--- src/source/dram_bridge_consts.svh ---
// Sizes shared by the cache-to-DRAM bridge.
// Cache-side and DRAM-side widths, plus the burst geometry derived from them.
`ifndef DRAM_BRIDGE_CONSTS_SVH
`define DRAM_BRIDGE_CONSTS_SVH

`define NUM_CACHE 4
`define ADDR_WIDTH 16        // cache byte address
`define CACHE_DATA_WIDTH 32
`define BLOCK_WORDS 8
`define APP_DATA_WIDTH 64    // one DRAM beat
`define BURST_LEN 2          // beats per app command

`define WORDS_PER_BEAT (`APP_DATA_WIDTH / `CACHE_DATA_WIDTH)
`define BURSTS_PER_BLOCK (`BLOCK_WORDS / (`WORDS_PER_BEAT * `BURST_LEN))
`define BURST_BYTES (`BURST_LEN * `APP_DATA_WIDTH / 8)
// cache index goes above the cache address
`define APP_ADDR_WIDTH (`ADDR_WIDTH + $clog2(`NUM_CACHE))

`endif

--- src/source/cache_dma_pkg.sv ---
// Cache DMA types.
// Cache index, cache word and the block request packet from a cache.
`default_nettype none

`include "dram_bridge_consts.svh"

package cache_dma_pkg;

  typedef logic [$clog2(`NUM_CACHE)-1:0] cache_id_t;

  typedef logic [`CACHE_DATA_WIDTH-1:0] cache_word_t;

  // one block request, addr is block aligned
  typedef struct packed {
    logic write_not_read;
    logic [`ADDR_WIDTH-1:0] addr;
  } dma_pkt_t;

endpackage

`default_nettype wire

--- src/source/dram_app_pkg.sv ---
// DRAM controller app interface types.
// Command encoding, command packet and data beats.
`default_nettype none

`include "dram_bridge_consts.svh"

package dram_app_pkg;

  // controller encoding
  typedef enum logic [2:0] {
    APP_WRITE = 3'b000,
    APP_READ  = 3'b001
  } app_cmd_e;

  typedef struct packed {
    app_cmd_e cmd;
    logic [`APP_ADDR_WIDTH-1:0] addr;
  } app_req_t;

  typedef logic [`APP_DATA_WIDTH-1:0] app_word_t;

  typedef struct packed {
    app_word_t data;
    logic last;              // wdf end flag
  } app_wr_beat_t;

endpackage

`default_nettype wire

--- src/source/dram_write_path.sv ---
// DRAM write path.
// Packs cache words from the tagged cache into app beats and sends one burst
// of beats on the write-data FIFO per start pulse.
`timescale 1ns/1ps
`default_nettype none

`include "dram_bridge_consts.svh"

module dram_write_path (
  input  logic clk_i,
  input  logic reset_i,

  input  logic start_i,
  input  cache_dma_pkg::cache_id_t tag_i,
  output logic ready_o,

  input  cache_dma_pkg::cache_word_t [`NUM_CACHE-1:0] dma_data_i,
  input  logic [`NUM_CACHE-1:0] dma_data_v_i,
  output logic [`NUM_CACHE-1:0] dma_data_yumi_o,

  output logic app_wdf_wren_o,
  output dram_app_pkg::app_wr_beat_t app_wdf_o,
  input  logic app_wdf_rdy_i
);
  import cache_dma_pkg::*;
  import dram_app_pkg::*;

  localparam int HALF_W = (`WORDS_PER_BEAT > 1) ? $clog2(`WORDS_PER_BEAT) : 1;
  localparam int BEAT_W = (`BURST_LEN > 1) ? $clog2(`BURST_LEN) : 1;

  logic busy_r;
  logic full_r;              // beat register waiting on wdf
  cache_id_t tag_r;
  logic [HALF_W-1:0] half_r;
  logic [BEAT_W-1:0] beat_cnt_r;
  app_word_t beat_r;
  logic take;
  logic send;
  logic last_half;
  logic last_beat;

  assign ready_o = ~busy_r;
  assign take = busy_r & ~full_r & dma_data_v_i[tag_r];
  assign send = full_r & app_wdf_rdy_i;
  assign last_half = (half_r == HALF_W'(`WORDS_PER_BEAT - 1));
  assign last_beat = (beat_cnt_r == BEAT_W'(`BURST_LEN - 1));

  always_comb begin
    dma_data_yumi_o = '0;
    dma_data_yumi_o[tag_r] = take;
  end

  assign app_wdf_wren_o = full_r;
  assign app_wdf_o.data = beat_r;
  assign app_wdf_o.last = last_beat;

  always_ff @(posedge clk_i) begin
    if (reset_i) begin
      busy_r <= 1'b0;
      full_r <= 1'b0;
      tag_r <= '0;
      half_r <= '0;
      beat_cnt_r <= '0;
    end else begin
      if (start_i) begin
        busy_r <= 1'b1;
        tag_r <= tag_i;
        half_r <= '0;
        beat_cnt_r <= '0;
      end
      if (take) begin
        half_r <= last_half ? '0 : half_r + 1'b1;
        if (last_half) begin
          full_r <= 1'b1;
        end
      end
      if (send) begin
        full_r <= 1'b0;
        beat_cnt_r <= last_beat ? '0 : beat_cnt_r + 1'b1;
        if (last_beat) begin
          busy_r <= 1'b0;  // burst done
        end
      end
    end
  end

  // lowest word lands in the low half
  always_ff @(posedge clk_i) begin
    if (take) begin
      beat_r[half_r*`CACHE_DATA_WIDTH +: `CACHE_DATA_WIDTH] <= dma_data_i[tag_r];
    end
  end

endmodule

`default_nettype wire

--- config.mk ---
export PLATFORM = sky130hd
export DESIGN_NAME = dram_write_path
export DESIGN_NICKNAME = d
export VERILOG_FILES = /design/src/source/cache_dma_pkg.sv /design/src/source/dram_app_pkg.sv /design/src/source/dram_write_path.sv
export VERILOG_INCLUDE_DIRS = /design/src /design/src/source
export SDC_FILE = /design/constraint.sdc
export NUM_CORES = 1
export LEC_CHECK = 0
export BUFFER_PORTS_ARGS = -buffer_cell sky130_fd_sc_hd__buf_4
export CAP_MARGIN = 20
export CORE_MARGIN = 2
export CORE_UTILIZATION = 40
export CTS_CLUSTER_DIAMETER = 200
export CTS_CLUSTER_SIZE = 24
export DETAILED_ROUTE_END_ITERATION = 6
export HOLD_SLACK_MARGIN = 0.12
export PLACE_DENSITY = 0.75
export SLEW_MARGIN = 10
export SYNTH_ARGS = -nofsm -noshare
export SYNTH_HDL_FRONTEND = slang
export SYNTH_SLANG_ARGS = --single-unit
--- constraint.sdc ---
create_clock -name clk_i -period 3.3 [get_ports clk_i]
set_input_delay 0.165 -clock clk_i [delete_from_list [all_inputs] [get_ports clk_i]]
set_output_delay 0.165 -clock clk_i [all_outputs]
set_load 0.03 [all_outputs]
# Yosys cells after proc, flatten, opt, wreduce, memory -nomap -nowiden
# Index checks and enable logic that the tools add are counted.
op_classes:
  order_cmp: 2
  add_sub_neg: 3
  n_bitwise: 6
  shifts: 2
  muxes: 15
  n_reduce_logical: 5
ops:
  columns: ["op", "n"]
  rows:
  - ["binary-select mux 32 bit (select 2 bit)", 1]
  - ["bitwise mux 64 bit", 1]
  - ["variable shift 32 x 34 -> 64 bit (first input constant)", 1]
  - ["indexed part select 32 x 34 -> 64 bit", 1]
  - ["negator 6 -> 34 bit", 1]
  - ["two-way mux 32 bit", 1]
  - ["two-way mux 1 bit", 10]
  - ["bitwise AND 4 bit", 1]
  - ["nonzero test 2 bit", 2]
  - ["bitwise AND 1 bit", 3]
  - ["< comparator 2 x 3 -> 1 bit (second input constant)", 1]
  - ["adder 1 bit (second input constant)", 2]
  - ["binary-select mux 1 bit (select 2 bit)", 1]
  - ["demux 1 bit (select 2 bit)", 1]
  - ["greater-or-equal comparator 2 x 1 -> 1 bit (second input constant)", 1]
  - ["inverter 1 bit", 2]
  - ["AND reduction 2 bit", 1]
  - ["OR reduction 2 bit", 1]
  - ["logical AND 1 bit", 1]
word_totals:
  register_bits: 70
  output_inout_bits: 71

# Logic depth before layout (Yosys ltp)
depth:
  ltp_word: 5
  depth_mapped: 4
  depth_no_buf: 3

# Least setup slack after synthesis
# OpenSTA, ideal clock, no wires.
synth_timing:
  path_type: "flip-flop to flip-flop"
  from: "register full_r (netlist: app_wdf_wren_o)"
  to: "register beat_r[32], enable pin"
  path_buffers: 0
  slack_ns: 0.309
  t_arrival_ns: 2.566
  synth_period_minus_slack_ns: 2.991
  setup_time_ns: 0.425
  path_stages_with_launch: 4
  t_required_ns: 2.875
  cell_sequence: "dfxtp_1 or3b_4 o22a_4 nor2b_1"
synth_between:
  elab_chain_cells: 3
synth_rtl:
  columns: ["item", "line_no", "text"]
  rows:
  - ["start: declaration", "dram_write_path.sv:32", "logic full_r;"]
  - ["start signal: assignment", "dram_write_path.sv:60", "full_r <= 1'b0;"]
  - ["start signal: assignment", "dram_write_path.sv:74", "full_r <= 1'b1;"]
  - ["start signal: assignment", "dram_write_path.sv:78", "full_r <= 1'b0;"]
  - ["inverter 1 bit", "dram_write_path.sv:43", "assign take = busy_r & ~full_r & dma_data_v_i[tag_r];"]
  - ["bitwise AND 1 bit (2 in series)", "dram_write_path.sv:43", null]
  - ["end signal: indexed assignment", "dram_write_path.sv:90", "beat_r[half_r*`CACHE_DATA_WIDTH +: `CACHE_DATA_WIDTH] <= dma_data_i[tag_r];"]
  - ["end: declaration", "dram_write_path.sv:36", "app_word_t beat_r;"]
# No other way between the ends.
# A chain may end at the register's enable or synchronous reset.

# Final worst setup path
layout_timing:
  from: "register tag_r[1]"
  to: "register beat_r[55], enable pin"
layout_between:
  elab_chain_cells: 3
layout_rtl:
  columns: ["item", "line_no", "text"]
  rows:
  - ["start: declaration", "dram_write_path.sv:33", "cache_id_t tag_r;"]
  - ["start signal: assignment", "dram_write_path.sv:67", "tag_r <= tag_i;"]
  - ["binary-select mux 1 bit (select 2 bit)", "dram_write_path.sv:43", null]
  - ["two-way mux 1 bit (not written as such)", "dram_write_path.sv:43", null]
  - ["bitwise AND 1 bit", "dram_write_path.sv:43", null]
# No other way between the ends. The select of a mux whose other input is x is not followed.

==> metrics.md <==
| Metric | Value |
|---|---|
| Status | `complete, no violations` |
| Share of layout cells above drive strength 1 | `between 60 and 70%` |
| Number of global-route vias before repair | `2815` |
| Chip Width | `roughly 97 µm` |
| Worst VDD drop | `0.000231 V` |
| Setup tns final | `0 ps` |
| Commonest cells after routing, fill and taps aside | `213 x buf_4, 64 x edfxtp_1, 32 x mux4_2, 32 x and2_1, 32 x nor2b_1` |
| Post_cts resized | `0` |
| Period utilization | `about 77%` |
| Remaining Overflow, GRT | `0` |
| Mapped Nets | `349` |
| Slew HR | `39.0%` |
| RSZ-0062 raised after global routing | `no` |
| Die area | `roughly 0.0094 mm²` |
| Setup violations, final | `0` |
| CTS clk-pin slew, worst paths | `80 ps` |
| FP Rows | `33` |
| Buffers and inverters on the worst path | `1` |
| PortBufs | `208` |
| Worst Hold Depth | `3` |
| Delay-heaviest family, CP | `flip-flops` |
| Root buffer cell | `clkbuf_8` |
| Total core area | `0.00830 mm²` |
| Hold_sp | `start_i` |
| Critical path startpoint | `tag_r[1]$_SDFFE_PP0P_` |
| Synthesized instance count | `211` |
| Setup crit start kind | `flip-flop` |
| Drt first pass iters | `4` |
| Critical path arrival | `2560 ps` |
| Via count | `2636` |
| Clock sink count | `70` |
| Worst slew pin tran | `915 ps` |
| Layout Skew | `13.7 ps` |
| Worst r2r path cells | `4` |
| Mapped Area | `between 0.003 and 0.004 mm²` |
| Placed Instances | `512` |
| Most common cell after layout, fill and taps aside | `buf_4` |
| Final hold violation count | `0` |
| CP cell instances | `nand3b_1, o22a_4, nor2b_4, buf_4` |
| Clock Latency Late Sink | `~340 ps` |
| Global-route wire length before repair | `14.5 mm` |
| Post-Syn Area per Cell | `16.4 µm²` |
| Cell with the largest stage delay on the worst path | `dfxtp_2` |
| Synthesized flop and latch total | `70` |
| Max Clock Freq | `0.391 GHz` |
| Hold WC Path Type | `input port to flip-flop` |
| WL/cell | `17.6 µm` |
| Pin count of the biggest net entering global routing | `56` |
| TritonCTS Buffers | `9` |
| Sequential fraction of the synthesis area | `59.1%` |
| Iteration-0 DRC Markers | `63` |
| Antenna fix cells | `0` |
| Final net count | `roughly 560` |
| Layout area overhead | `55.9%` |
| Maxcap violations | `0` |
| Clock tree buffer depth | `2` |
| DIE HEIGHT | `97.0 µm` |
| Reg2reg setup slack | `740 ps` |
| Min Tclk post-route | `about 2600 ps` |
| TritonCTS clock tree | `done` |
| GPL Wtd Cong | `0.754` |
| Synth unique cells | `23` |
| WHS Endpoint | `busy_r$_SDFF_PP0_` |
| Initial antenna violation count | `0` |
| I/O pin total | `209` |
| Post-CTS setup buffers | `0` |
| Worst r2r dst | `beat_r[55]$_DFFE_PP_` |
| H-tree depth | `3` |
| DRT antenna net count | `0` |
| Vias per cell | `4.94` |
| Leakage | `2.26 nW` |
| Final-report max-slew violation count | `0` |
| Total wire length | `roughly 9.4 mm` |
| Initial Util | `between 40% and 50%` |
| Post-route DRC violation count | `0` |
| Fin cells | `534` |
| Post-DP HPWL | `7.02 mm` |
| PD cells | `408 mW/mm²` |
| CP peak stage delay | `approximately 930 ps` |
| Synth Warn # | `0` |
| Total GRT Usage | `between 10% and 20%` |
| Reg2reg start | `tag_r[1]$_SDFFE_PP0P_` |
| Crit. End Element | `flip-flop` |
| WS Path Type | `flip-flop to flip-flop` |
| CP max FO | `35` |
| Worst endpoint required time | `about 3300 ps` |
[flip-flops by register name (all words and copies together) (netlist names)]
signal and cells:
app_wdf_wren_o 1, half_r 1, beat_r 64, tag_r 2, busy_r 1, beat_cnt_r 1
[kinds of logic (layout without fill, tap and decap cells)]
| kind of cell | count (synthesis) | in the layout | share of synthesized area [%] |
|---|---|---|---|
| AND/OR/NAND/NOR | 80 | 80 | 14.3 |
| flip-flops | 70 | 70 | 59.1 |
| multiplexers | 37 | 37 | 22.4 |
| buffers and inverters | 19 | 237 | 2.86 |
| AO/OA/AOI/OAI | 5 | 5 | 1.30 |
[metal layers]
metal / vias to the layer above / wire (µm) / global-route usage, %
met3: 18 / 668 / 5.13
met2: 121 / 5270 / 37.2
met5: - / 0 / 0
li1: 1230 / - / -
met4: 0 / 237 / 9.53
met1: 1267 / 3240 / 20.6
[metrics by stage]
stage | power, mW | hold slack, ps | instance area, µm² | setup slack (ps) | utilization, %
after floorplan | 1.27 | 282 | 3460 | 309 | -
after global placement | 1.47 | 388 | 5110 | 910 | 61.6
after detailed placement | 1.48 | 390 | 5110 | 799 | 61.6
after CTS | 2.22 | 123 | 5390 | 769 | 64.9
after global routing | 2.28 | 153 | 5390 | 641 | 64.9
final | 2.20 | 149 | 5390 | 745 | 64.9
[power by group]
part,leakage (nW),switching [mW],internal [mW],total [mW]
clock network,0.104,0.320,0.420,0.740
registers,0.673,0.0222,1.01,1.04
logic,1.48,0.179,0.246,0.424
[final cells by class]
class / instances / area, µm²
fillers: 654 / 2910
multi-input cells: 122 / 1330
well taps: 105 / 131
inverters: 2 / 7.51
repair buffers: 219 / 1660
clock buffers: 9 / 124
clock inverters: 7 / 88.8
flip-flops and latches: 70 / 2050
[synthesized netlist by cell type]
| master | count | share of area (%) |
|---|---|---|
| inv_1 | 2 | 0.22 |
| mux2i_1 | 4 | 1.2 |
| clkbuf_1 | 9 | 0.98 |
| nand2b_1 | 1 | 0.18 |
| a311oi_1 | 1 | 0.25 |
| a21oi_1 | 2 | 0.29 |
| nand2_1 | 1 | 0.11 |
| nor2_1 | 5 | 0.54 |
| dfxtp_1 | 6 | 3.5 |
| buf_4 | 2 | 0.43 |
| buf_2 | 4 | 0.58 |
| o22a_4 | 1 | 0.51 |
| edfxtp_1 | 64 | 56 |
| and2_1 | 32 | 5.8 |
| o32ai_1 | 1 | 0.25 |
| nand3b_1 | 2 | 0.43 |
| nor3_1 | 2 | 0.29 |
| nor2b_1 | 33 | 6.0 |
| nor3b_1 | 3 | 0.65 |
| buf_6 | 2 | 0.65 |
| mux2_4 | 1 | 0.43 |
| or3b_4 | 1 | 0.33 |
| mux4_2 | 32 | 21 |
[worst min-delay path, stage by stage]
cell and delay [ps]:
buf_4 140, nor2_1 100, a311oi_1 40
[worst max-delay path by stage]
stage	end	depth (start not counted)	slack, ps
6_report	beat_r[55]$_DFFE_PP_	4	740
5_1_grt	beat_r[41]$_DFFE_PP_	4	640
4_1_cts	beat_r[55]$_DFFE_PP_	4	770
3_5_place_dp	beat_r[48]$_DFFE_PP_	4	800
3_3_place_gp	beat_r[35]$_DFFE_PP_	4	910
2_1_floorplan	beat_r[32]$_DFFE_PP_	3	310
[what timing repair did]
item,4_1_cts,5_1_grt
hold endpoints to repair,5,0
hold buffers,6,0
endpoints found under the setup margin,0,0
No activity file was read; power rests on OpenSTA's default activity.
