$ cat src/source/dram_bridge_consts.svh
// Sizes shared by the cache-to-DRAM bridge.
// Cache-side and DRAM-side widths, plus the burst geometry derived from them.
`ifndef DRAM_BRIDGE_CONSTS_SVH
`define DRAM_BRIDGE_CONSTS_SVH

`define NUM_CACHE 4
`define ADDR_WIDTH 16        // cache byte address
`define CACHE_DATA_WIDTH 32
`define BLOCK_WORDS 8
`define APP_DATA_WIDTH 64    // one DRAM beat
`define BURST_LEN 2          // beats per app command

`define WORDS_PER_BEAT (`APP_DATA_WIDTH / `CACHE_DATA_WIDTH)
`define BURSTS_PER_BLOCK (`BLOCK_WORDS / (`WORDS_PER_BEAT * `BURST_LEN))
`define BURST_BYTES (`BURST_LEN * `APP_DATA_WIDTH / 8)
// cache index goes above the cache address
`define APP_ADDR_WIDTH (`ADDR_WIDTH + $clog2(`NUM_CACHE))

`endif

$ cat src/source/cache_dma_pkg.sv
// Cache DMA types.
// Cache index, cache word and the block request packet from a cache.
`default_nettype none

`include "dram_bridge_consts.svh"

package cache_dma_pkg;

  typedef logic [$clog2(`NUM_CACHE)-1:0] cache_id_t;

  typedef logic [`CACHE_DATA_WIDTH-1:0] cache_word_t;

  // one block request, addr is block aligned
  typedef struct packed {
    logic write_not_read;
    logic [`ADDR_WIDTH-1:0] addr;
  } dma_pkt_t;

endpackage

`default_nettype wire

$ cat src/source/dram_app_pkg.sv
// DRAM controller app interface types.
// Command encoding, command packet and data beats.
`default_nettype none

`include "dram_bridge_consts.svh"

package dram_app_pkg;

  // controller encoding
  typedef enum logic [2:0] {
    APP_WRITE = 3'b000,
    APP_READ  = 3'b001
  } app_cmd_e;

  typedef struct packed {
    app_cmd_e cmd;
    logic [`APP_ADDR_WIDTH-1:0] addr;
  } app_req_t;

  typedef logic [`APP_DATA_WIDTH-1:0] app_word_t;

  typedef struct packed {
    app_word_t data;
    logic last;              // wdf end flag
  } app_wr_beat_t;

endpackage

`default_nettype wire

$ cat src/source/dram_req_sequencer.sv
// DRAM request sequencer.
// Takes one arbitrated block request and issues one app command per burst,
// starting the write or read path as each command is accepted.
`timescale 1ns/1ps
`default_nettype none

`include "dram_bridge_consts.svh"

module dram_req_sequencer (
  input  logic clk_i,
  input  logic reset_i,

  input  logic pkt_v_i,
  input  cache_dma_pkg::dma_pkt_t pkt_i,
  input  cache_dma_pkg::cache_id_t pkt_tag_i,
  output logic pkt_yumi_o,

  output logic app_en_o,
  output dram_app_pkg::app_req_t app_req_o,
  input  logic app_rdy_i,

  output logic wr_start_o,
  output logic rd_start_o,
  output cache_dma_pkg::cache_id_t burst_tag_o,
  input  logic wr_ready_i,
  input  logic rd_ready_i
);
  import cache_dma_pkg::*;
  import dram_app_pkg::*;

  localparam int CNT_W = (`BURSTS_PER_BLOCK > 1) ? $clog2(`BURSTS_PER_BLOCK) : 1;
  localparam logic [`ADDR_WIDTH-1:0] ADDR_STEP = `BURST_BYTES;

  typedef enum logic {
    IDLE,
    SEND
  } seq_state_e;

  seq_state_e state_r;
  cache_id_t tag_r;
  logic [`ADDR_WIDTH-1:0] addr_r;
  logic write_not_read_r;
  logic [CNT_W-1:0] cnt_r;   // bursts issued so far
  logic path_ready;
  logic accept;
  logic last_burst;

  assign pkt_yumi_o = (state_r == IDLE) & pkt_v_i;
  assign path_ready = write_not_read_r ? wr_ready_i : rd_ready_i;
  assign app_en_o = (state_r == SEND) & path_ready;
  assign accept = app_en_o & app_rdy_i;
  assign last_burst = (cnt_r == CNT_W'(`BURSTS_PER_BLOCK - 1));

  assign app_req_o.cmd = write_not_read_r ? APP_WRITE : APP_READ;
  assign app_req_o.addr = {tag_r, addr_r};

  assign wr_start_o = accept & write_not_read_r;
  assign rd_start_o = accept & ~write_not_read_r;
  assign burst_tag_o = tag_r;

  always_ff @(posedge clk_i) begin
    if (reset_i) begin
      state_r <= IDLE;
      cnt_r <= '0;
      write_not_read_r <= 1'b0;
      tag_r <= '0;
    end else begin
      case (state_r)
        IDLE: begin
          if (pkt_v_i) begin
            state_r <= SEND;
            cnt_r <= '0;
            write_not_read_r <= pkt_i.write_not_read;
            tag_r <= pkt_tag_i;
          end
        end
        SEND: begin
          if (accept) begin
            cnt_r <= cnt_r + 1'b1;
            if (last_burst) begin
              state_r <= IDLE;
            end
          end
        end
        default: state_r <= IDLE;
      endcase
    end
  end

  always_ff @(posedge clk_i) begin
    if (pkt_yumi_o) begin
      addr_r <= pkt_i.addr;
    end else if (accept) begin
      addr_r <= addr_r + ADDR_STEP;  // next burst
    end
  end

endmodule

`default_nettype wire

$ cat config.mk
export PLATFORM = sky130hd
export DESIGN_NAME = dram_req_sequencer
export DESIGN_NICKNAME = d
export VERILOG_FILES = /design/src/source/cache_dma_pkg.sv /design/src/source/dram_app_pkg.sv /design/src/source/dram_req_sequencer.sv
export VERILOG_INCLUDE_DIRS = /design/src /design/src/source
export SDC_FILE = /design/constraint.sdc
export NUM_CORES = 1
export LEC_CHECK = 0
export ABC_AREA = 1
export BUFFER_PORTS_ARGS = -buffer_cell sky130_fd_sc_hd__buf_2
export CORE_ASPECT_RATIO = 0.8
export CORE_UTILIZATION = 46
export DETAILED_ROUTE_END_ITERATION = 12
export PLACE_DENSITY = 0.85
export SLEW_MARGIN = 30
export SYNTH_ARGS = -nofsm -noshare
export SYNTH_HDL_FRONTEND = slang
export SYNTH_SLANG_ARGS = --single-unit
$ cat constraint.sdc
create_clock -name clk_i -period 1.8 [get_ports clk_i]
set_input_delay 0.18 -clock clk_i [delete_from_list [all_inputs] [get_ports clk_i]]
set_output_delay 0.18 -clock clk_i [all_outputs]
set_load 0.01 [all_outputs]
# Word-level counts from Yosys, hierarchy flattened
# Cells that the tools add are included.
totals:
  regBits: 21
  latchBits: 0
  ramBits: 0
  rom_bits: 0
  input_bits: 25
  out_inout_bits: 27
  mem_count: 0
classes:
  addsub: 2
  mul: 0
  div_mod_pow: 0
  n_lt_le_gt_ge: 0
  eq_ne: 2
  shifts: 0
  muxes: 11
  bitwise: 7
  n_reduce_logical: 3
op_table:
  columns: ["cell", "n"]
  rows:
  - ["$mux W16", 2]
  - ["$add A16 B5 Y16 const B", 1]
  - ["$mux W1", 7]
  - ["$and A1 B1 Y1", 5]
  - ["$pmux W1 S2", 2]
  - ["$reduce_and A2 Y1", 2]
  - ["$ne A2 B1 Y1 const B", 1]
  - ["$ne A2 B2 Y1 const B", 1]
  - ["$not A1 Y1", 2]
  - ["$reduce_bool A2 Y1", 1]
  - ["$add A1 B1 Y1 const B", 1]

# Logic depth before layout (Yosys ltp)
# Gate-level depths: netlist (run 1).
depth:
  ltp_word: 5
  ltp_mapped: 7
  ltp_nobuf: 7

# Worst setup path before layout (run 1)
# Ideal clock, no wire load.
synth_path:
  kind: "register to register"
  from: "reg addr_r[4]"
  to: "reg addr_r[10] (data pin)"
  setup_ns: 0.253
  arrival_ns: 1.280
  path_slack_ns: 0.267
  path_stages_with_launch: 7
  n_path_buf: 0
  period_less_slack_ns: 1.533
  path_cell_list: "edfxtp_1 > ha_1 > nand3_1 > nor2_4 > or2_2 > nand3_1 > nand2_1"
synth_via:
  elab_chain_cells: 3
synth_rtl:
  columns: ["element", "line_no", "source"]
  rows:
  - ["from (decl)", "dram_req_sequencer.sv:41", "logic [`ADDR_WIDTH-1:0] addr_r;"]
  - ["from (signal assigned)", "dram_req_sequencer.sv:92", "addr_r <= pkt_i.addr;"]
  - ["from (signal assigned)", "dram_req_sequencer.sv:94", "addr_r <= addr_r + ADDR_STEP;"]
  - ["$add A16 B5 Y16", "dram_req_sequencer.sv:94", null]
  - ["$mux W16", "dram_req_sequencer.sv:93", "end else if (accept) begin"]
  - ["$mux W16", "dram_req_sequencer.sv:91", "if (pkt_yumi_o) begin"]
# Every way passes these cells. The select of a mux whose other input is x is not followed.
# A chain may end at the register's enable or synchronous reset.

# Final worst setup path (run 1)
# Ends and elaborated chain as after synthesis.

==> results of run 1 <==
==> final timing paths <==
check	from	end	slack, ns	cells after the start
max	addr_r[4]	addr_r[10]	0.22	6
max reg2reg	addr_r[4]	addr_r[10]	0.22	6
min	reset_i	state_r	0.04	2
min reg2reg	burst_tag_o[1]	burst_tag_o[1]	0.52	2
==> report_power, final <==
group / total [mW] / switching [mW] / internal, mW
Combinational: 0.294 / 0.176 / 0.119
Sequential: 0.649 / 0.0534 / 0.595
Clock: 0.224 / 0.138 / 0.0861
==> final cells by class <==
type	count	area, sq um
fillers	204	822.0
flip-flops and latches	21	580.6
multi-input cells	102	471.7
repair buffers	51	260.3
inverters	18	67.56
well taps	34	42.54
clock buffers	4	26.28
==> flip-flops by register name, summed over array words and instances, names as in the netlist <==
register	cells
burst_tag_o	2
state_r	1
write_not_read_r	1
cnt_r	1
addr_r	16
==> layer usage <==
layer	vias up	track usage [%]
li1	561	-
met1	476	24.31
met2	48	35.86
met3	2	3.030
met4	0	5.714
met5	-	0
==> kinds of logic after synthesis <==
| logic type | count (synthesis) | share of synthesized area [%] |
|---|---|---|
| AND/OR/NAND/NOR | 84 | 30.95 |
| buffers and inverters | 25 | 10.56 |
| flip-flops | 21 | 49.52 |
| AO/OA/AOI/OAI | 12 | 5.336 |
| XOR/XNOR | 3 | 2.242 |
| adder cells (fa/ha/maj) | 1 | 1.067 |
| other | 1 | 0.3199 |
==> cell usage in the layout, fill, tap and decap left out, drive strengths merged <==
cell type / count
clkbuf: 4
conb: 2
edfxtp: 16
buf: 51
a21oi: 3
and3: 1
nand3: 12
ha: 1
xor2: 3
nand4: 2
a21boi: 1
nand2: 48
inv: 18
nor2: 20
o21ai: 8
or2: 1
dfxtp: 5
==> metrics by stage <==
stage / hold WS, ns / cells
after floorplan: 0.2524 / 148
after global placement: 0.3526 / 226
after detailed placement: 0.3596 / 226
after CTS: 0.03839 / 230
after global routing: 0.03704 / 230
final: 0.04004 / 230
==> qor.csv, run 1 <==
metric,value,unit
family with the most delay on the worst path,simple AND/OR/NAND/NOR gates,
Synth cell types,23,
row count,15,
top_reg_cell synth,edfxtp_1,
Starting Density,51.63,%
DIE HEIGHT,47.16,um
first-pass GRT wire length,4015,um
Post-synth EDFFs,16,
Most Frequent Cell on Critical Path,nand3_1,
I/O pin cnt,52,
"Req. time, crit path",1.86,ns
status,"complete, no violations",
WL met1,1039,um
pre-CTS setup slack,0.2282,ns
diodes inserted,0,
max-cap viol count,0,
detailed-route via count,1087,
Post-CTS Hold Fix Bufs,0,
drt total wl,2414,um
Fin. Hold Viols,0,
largest net degree at the start of global routing,24,
Clock Tree Buf Depth,2,
Layout Skew,0.0005294,ns
minimum clock period,1.582,ns
Pre-antenna DRT Iters,5,
Post-synth ARST share,0,%
critical path's largest stage delay,0.48,ns
"FF+latch count, synth",21,
worst-margin pin slew,0.5557,ns
synth cell count leaders,"47 x nand2_1, 17 x inv_1, 16 x edfxtp_1, 16 x nor2_1, 11 x nand3_1",
CP max stage cell,edfxtp_1,
# DRC,0,
initial antenna violation count,0,
share of cells above drive strength 1,31.63,%
startpoint types,register,
global placer's final weighted congestion,0.8052,
CP arrival,1.65,ns
worst hold path class,primary input to register,
Vias/cell,4.726,
Final Cell Area,1449,sq um
htree depth,1,
Max-Slew Margin vs Limit,62.86,%
Tot GR Track Use,19.46,%
syn avg cell area,7.975,sq um
vias in the first global route,961,
final period utilization,87.87,%
"Seq/Total Area, Yosys",49.52,%
CTS tree,built,
final worst slack,0.2184,ns
Synth top area share,40.98,%
worst path bufs/invs,0,
clk sinks,21,
PostCTS Resize Cnt,0,
f_max,632.3,MHz
top layer in use,met4,
routed len/inst,10.50,um
Core Area,2271,sq um
Tot Pwr,1.167,mW
Setup Buffers After CTS,0,
Die Footprint,2756,sq um
Met3 Routed Length,173,um
total grt overflow,0,
Fin Setup TNS,0,ns
Clock transition at path regs,0.12,ns
most frequent cell after synthesis,nand2_1,
Port Buffers,49,
Iteration-0 DRC Markers,54,
Area contributors post-synth,"edfxtp_1 41%, nand2_1 15%, dfxtp_1 8.5%",
RSZ-0062 raised after global routing,no,
Setup CP Type,register to register,
crit path capture type,register,
Max Fanout on Critical Path,6,
CTS buffer count,3,
met2 WL,1182,um
Root Driver,clkbuf_4,
Final HPWL DP,1834,um
Die X,58.44,um
maximum vdd drop,435.7,uV
"Core Util, Final",63.80,%
Leak Pwr,0.7414,nW
area added between synthesis and finish,23.59,%
clk_lat worst skew,0.29,ns
# setup viols final,0,
PwrDens,805.6,nW/um^2
Post-Syn Area,1172,sq um
Max Slew Vio Count,0,
cell taking the most area after synthesis,edfxtp_1,
yosys warns,0,
worst-path cell chain,"ha_1, nand3_1, nor2_4, or2_2, nand3_1, nand2_1",
NumNets Final,223,
Placed Instance Area,1423,sq um
Syn Inst Count,147,
DRT antenna net count,0,
Power figures use the tool's default switching activity.
==> inputs of run 2 (changes only) <==
- CTS_CLUSTER_DIAMETER: not set -> 30
- PLACE_DENSITY: 0.85 -> not set
- PLACE_DENSITY_LB_ADDON: not set -> 0.25
==> run 2 against run 1 <==
Final area rose by 0.52%. Setup slack better by 0.023 ns. Non-clock buffer count grew 1. Cell count is 0.43% higher. Register-to-register slack better by 0.02 ns. Sequential power about the same. Die area unchanged. Sequential share of layout area is 0.21 points lower. Critical path type unchanged. Critical endpoint unchanged.
==> qor.csv, run 2 (synthesis gave the netlist of run 1 again) <==
metric,value,unit
area added between synthesis and finish,24.23,%
routed len/inst,10.30,um
family with the most delay on the worst path,simple AND/OR/NAND/NOR gates,
Pint,0.8049,mW
max-cap viol count,0,
Starting Density,51.63,%
worst hold path class,primary input to register,
CP max stage cell,edfxtp_1,
Inst Count DP,227,
pre-CTS setup slack,0.2542,ns
crit path capture type,register,
maximum vdd drop,559.4,uV
Leak Pwr,0.7470,nW
combinational power share,25.0,%
hold path startpoint,reset_i,
final worst slack,0.2409,ns
clk sinks,21,
FF-to-FF setup slack,0.24,ns
status,"complete, no violations",
Setup Buffers After CTS,0,
first-pass GRT wire length,3870,um
Clock Tree Buf Depth,2,
Met3 Routed Length,146,um
worst path bufs/invs,0,
"Req. time, crit path",1.89,ns
diodes inserted,0,
Final HPWL DP,1889,um
global placer's final weighted congestion,0.8211,
PostCTS Resize Cnt,0,
critical path's largest stage delay,0.48,ns
CTS buffer count,3,
# setup viols final,0,
NumNets Final,224,
Die X,58.44,um
Die Footprint,2756,sq um
Iteration-0 DRC Markers,39,
share of power burned in registers,54.8,%
Largest Register,addr_r,
CP arrival,1.65,ns
row count,15,
share of cells above drive strength 1,31.98,%
Fin Setup TNS,0,ns
Max Slew Vio Count,0,
Worst R2R Path Depth,6,
Setup CP Type,register to register,
Net Sw Power,0.3787,mW
Largest register FFs,16,
"leading cell types in the layout, fill and taps excluded","49 x buf_2, 47 x nand2_1, 17 x inv_1",
r2r startpoint,addr_r[4],
top layer in use,met4,
minimum clock period,1.559,ns
initial antenna violation count,0,
DRT antenna net count,0,
fillcell total,198,
f_max,641.4,MHz
WL met1,1039,um
Clock transition at path regs,0.12,ns
Vias/cell,4.623,
clk_lat worst skew,0.31,ns
"Core Util, Final",64.13,%
Pre-antenna DRT Iters,4,
vias in the first global route,947,
total grt overflow,0,
Most Frequent Cell on Critical Path,nand3_1,
I/O pin cnt,52,
"non-filler cells, final",231,
detailed-route via count,1068,
RSZ-0062 raised after global routing,no,
Post-CTS Hold Fix Bufs,0,
final period utilization,86.62,%
Root Driver,clkbuf_4,
Fin. Hold Viols,0,
met2 WL,1180,um
largest net degree at the start of global routing,24,
Max Fanout on Critical Path,6,
# DRC,0,
PwrDens,812.7,nW/um^2
htree depth,1,
Final Cell Area,1456,sq um
hold depth,2,
worst-path cell chain,"ha_1, nand3_1, nor2_4, or2_2, nand3_1, nand2_1",
hold endpoint,state_r,
sw frac,31.99,%
Reg-to-Reg End,addr_r[10],
Placed Instance Area,1430,sq um
drt total wl,2380,um
Tot GR Track Use,19.11,%
startpoint types,register,
Layout Skew,0.002306,ns
CTS tree,built,
Core Area,2271,sq um
"commonest non-fill, non-tap cell in the layout",buf_2,
DIE HEIGHT,47.16,um
Port Buffers,49,
clock power share,20.2,%
run 2: power groups by stage:
stage | Sequential [mW] | Clock (mW) | Combinational [mW]
floorplan | 0.674 | 0 | 0.174
global placement | 0.655 | 0 | 0.292
detailed placement | 0.659 | 0 | 0.300
CTS | 0.648 | 0.239 | 0.300
global route | 0.658 | 0.259 | 0.338
finish | 0.648 | 0.239 | 0.296
run 2: metrics by stage:
stage | power (mW) | hold slack (ns)
2_1_floorplan | 0.8473 | 0.2524
3_5_place_dp | 0.9588 | 0.3612
4_1_cts | 1.187 | 0.02514
3_3_place_gp | 0.9470 | 0.3511
6_report | 1.184 | 0.02061
5_1_grt | 1.255 | 0.008035
run 2: cell type report:
| cell class | count | area, sq um | share of cell area, % |
|---|---|---|---|
| clock buffer | 4 | 26.28 | 1.804 |
| inverter | 18 | 67.56 | 4.639 |
| multi-input combinational | 102 | 471.7 | 32.39 |
| sequential | 21 | 580.6 | 39.86 |
| tap | 34 | 42.54 | 2.921 |
| timing repair buffer | 52 | 267.8 | 18.38 |
run 2: worst register-to-register path, delay by kind of cell, from the launching register on:
| family | cells | cell delay, ns |
|---|---|---|
| adder cells (fa/ha/maj) | 1 | 0.28 |
| flip-flops | 1 | 0.48 |
| AND/OR/NAND/NOR | 5 | 0.59 |
run 2: metal layers:
metal | up-vias | track usage, %
met1 | 471 | 22.28
met5 | - | 0
met3 | 2 | 5.785
met2 | 34 | 35.17
li1 | 561 | -
met4 | 0 | 5.238
run 2: worst max path at each step:
stage                startpoint         end  cells after the start
2_1_floorplan         addr_r[4]  addr_r[10]                      6
3_3_place_gp          addr_r[4]  addr_r[10]                      6
3_5_place_dp          addr_r[4]  addr_r[10]                      6
4_1_cts               addr_r[4]  addr_r[10]                      6
5_1_grt        write_not_read_r  rd_start_o                      5
6_report              addr_r[4]  addr_r[10]                      6
==> inputs of run 3 (changes only) <==
- ABC_AREA: 1 -> not set
- CORE_UTILIZATION: 46 -> 45
- PLACE_DENSITY: not set -> 0.82
- PLACE_DENSITY_LB_ADDON: 0.25 -> not set
- SETUP_SLACK_MARGIN: not set -> 0.1
==> run 3 against run 2 <==
The flow now finishes with violations (DRC). Sequential power is 4.9% lower. Largest cell class unchanged. Area after synthesis decreased by 7.2%. Setup slack got worse by 0.086 ns. Non-clock buffer count rose by 1. Routed wire length rose by 1.3%. Critical path type unchanged. Synthesized cell count fell by 26%. Die area shrank 4.9%. First-iteration DRC count rose by 2.6%. Global-route usage down 0.50 points. Final area is 4.5% lower. Total power decreased by 11%. Cell count decreased by 20%.
==> qor.csv, run 3 <==
metric,value,unit
clk_lat worst skew,0.31,ns
most frequent cell after synthesis,edfxtp_1,
worst-margin pin slew,0.5006,ns
startpoint types,register,
I/O pin cnt,52,
"Core Util, Final",62.82,%
"commonest non-fill, non-tap cell in the layout",buf_2,
Die X,56.99,um
Clock transition at path regs,0.12,ns
Core Area,2215,sq um
row count,15,
Port Buffers,49,
Worst Setup SP,addr_r[4],
Fin Setup TNS,0,ns
RSZ-0062 raised after global routing,yes,
syn avg cell area,9.987,sq um
total grt overflow,0,
Iteration-0 DRC Markers,40,
Largest register FFs,16,
"leading cell types in the layout, fill and taps excluded","49 x buf_2, 16 x edfxtp_1, 15 x nand2_1",
Max Fanout on Critical Path,7,
maximum vdd drop,552.0,uV
Largest Register,addr_r,
Post-synth EDFFs,16,
diodes inserted,0,
failing checks,DRC,
share of cells above drive strength 1,41.25,%
Tot GR Track Use,18.61,%
cell taking the most area after synthesis,edfxtp_1,
Starting Density,49.15,%
worst hold path class,primary input to register,
max-cap viol count,0,
critical path's largest stage delay,0.50,ns
pre-CTS setup slack,0.2058,ns
"non-filler cells, final",185,
minimum clock period,1.645,ns
final worst slack,0.1550,ns
Max-Slew Margin vs Limit,66.54,%
crit path capture type,register,
top_reg_cell synth,edfxtp_1,
"Req. time, crit path",1.96,ns
"Seq/Total Area, Yosys",53.33,%
synth cell count leaders,"16 x edfxtp_1, 15 x nand2_1, 11 x nor2_1",
Reg-to-Reg End,addr_r[14],
# setup viols final,0,
routed len/inst,13.03,um
final period utilization,91.39,%
Area contributors post-synth,"edfxtp_1 44%, dfxtp_1 9.2%, nand2_1 5.2%",
Worst R2R Path Depth,4,
drt total wl,2410,um
first-pass GRT wire length,3588,um
status,finished with violations,
family with the most delay on the worst path,simple AND/OR/NAND/NOR gates,
Post-CTS Hold Fix Bufs,0,
share of power burned in registers,58.2,%
Clock Tree Buf Depth,2,
largest net degree at the start of global routing,17,
yosys warns,0,
# DRC,6,
Layout Skew,0.006948,ns
Max Slew Vio Count,0,
Pre-antenna DRT Iters,8,
htree depth,1,
Vias/cell,5.476,
Pint,0.7528,mW
f_max,607.9,MHz
Fin. Hold Viols,0,
worst-path cell chain,"ha_1, nand3_2, or4_1, a31oi_1",
DRT antenna net count,0,
Inst Count DP,178,
worst path bufs/invs,0,
CP max stage cell,or4_1,
Post-synth ARST share,0,%
Crit path depth,4,
vias in the first global route,827,
hold depth,2,
global placer's final weighted congestion,0.7488,
Net Sw Power,0.3061,mW
Setup CP Type,register to register,
Root Driver,clkbuf_4,
Post-Syn Area,1089,sq um
Syn Inst Count,109,
DIE HEIGHT,45.99,um
Synth cell types,29,
clock power share,21.6,%
crit path capture,addr_r[14],
r2r startpoint,addr_r[4],
PwrDens,761.1,nW/um^2
initial antenna violation count,0,
CTS buffer count,3,
Die Footprint,2621,sq um
combinational power share,20.2,%
Leak Pwr,0.5945,nW
"FF+latch count, synth",21,
FF-to-FF setup slack,0.15,ns
NumNets Final,187,
detailed-route via count,1013,
Final HPWL DP,1740,um
area added between synthesis and finish,27.82,%
sw frac,28.91,%
CTS tree,built,
CP arrival,1.80,ns
Synth top area share,44.14,%
clk sinks,21,
[run 3: repair_timing]
action                                 in CTS  in global routing
setup buffers                               2                  1
setup endpoints to repair                   1                 14
cloned                                      0                  0
gates resized for setup                     1                  1
endpoints found under the hold margin       0                  0
[run 3: kinds of logic after synthesis]
logic type | count (synthesis) | share of synthesized area (%)
multiplexers | 2 | 1.954
buffers and inverters | 10 | 4.828
flip-flops | 21 | 53.33
AND/OR/NAND/NOR | 49 | 24.02
AO/OA/AOI/OAI | 22 | 11.95
XOR/XNOR | 3 | 2.414
other | 1 | 0.3445
adder cells (fa/ha/maj) | 1 | 1.149
[run 3: layer usage]
metal  GRT usage [%]  up-vias  share of wire [%]
met5               0        -                  0
met4           2.927        0               0.50
met3           6.818        2                8.1
li1                -      494                  -
met1           22.30      471                 40
met2           33.18       46                 51
[run 3: layout make-up]
cell class / count / area [sq um]
well taps: 25 / 31.28
multi-input cells: 79 / 461.7
fillers: 202 / 823.3
clock inverters: 1 / 5.005
clock buffers: 3 / 22.52
repair buffers: 53 / 275.3
flip-flops and latches: 21 / 580.6
inverters: 3 / 15.01
[run 3: stage by stage]
stage / hold slack (ns) / area (sq um) / power (mW)
2_1_floorplan: 0.2491 / 1092 / 0.7433
3_3_place_gp: 0.4045 / 1335 / 0.8220
3_5_place_dp: 0.4096 / 1335 / 0.8303
4_1_cts: 0.07344 / 1381 / 1.059
5_1_grt: 0.06887 / 1391 / 1.116
6_report: 0.08103 / 1391 / 1.059
[run 3: how the worst min path moves through the flow]
stage                   start  slack (ns)                to
CTS                   reset_i        0.07  write_not_read_r
detailed placement    reset_i        0.41  write_not_read_r
floorplan             reset_i        0.25    burst_tag_o[0]
finish              app_rdy_i        0.08           state_r
global placement    app_rdy_i        0.40           state_r
global route          reset_i        0.07  write_not_read_r
[run 3: power groups by stage]
stage	clock network (mW)	registers (mW)	logic [mW]
2_1_floorplan	0	0.636	0.107
3_3_place_gp	0	0.623	0.199
3_5_place_dp	0	0.627	0.204
4_1_cts	0.231	0.616	0.212
5_1_grt	0.253	0.622	0.241
6_report	0.229	0.616	0.214
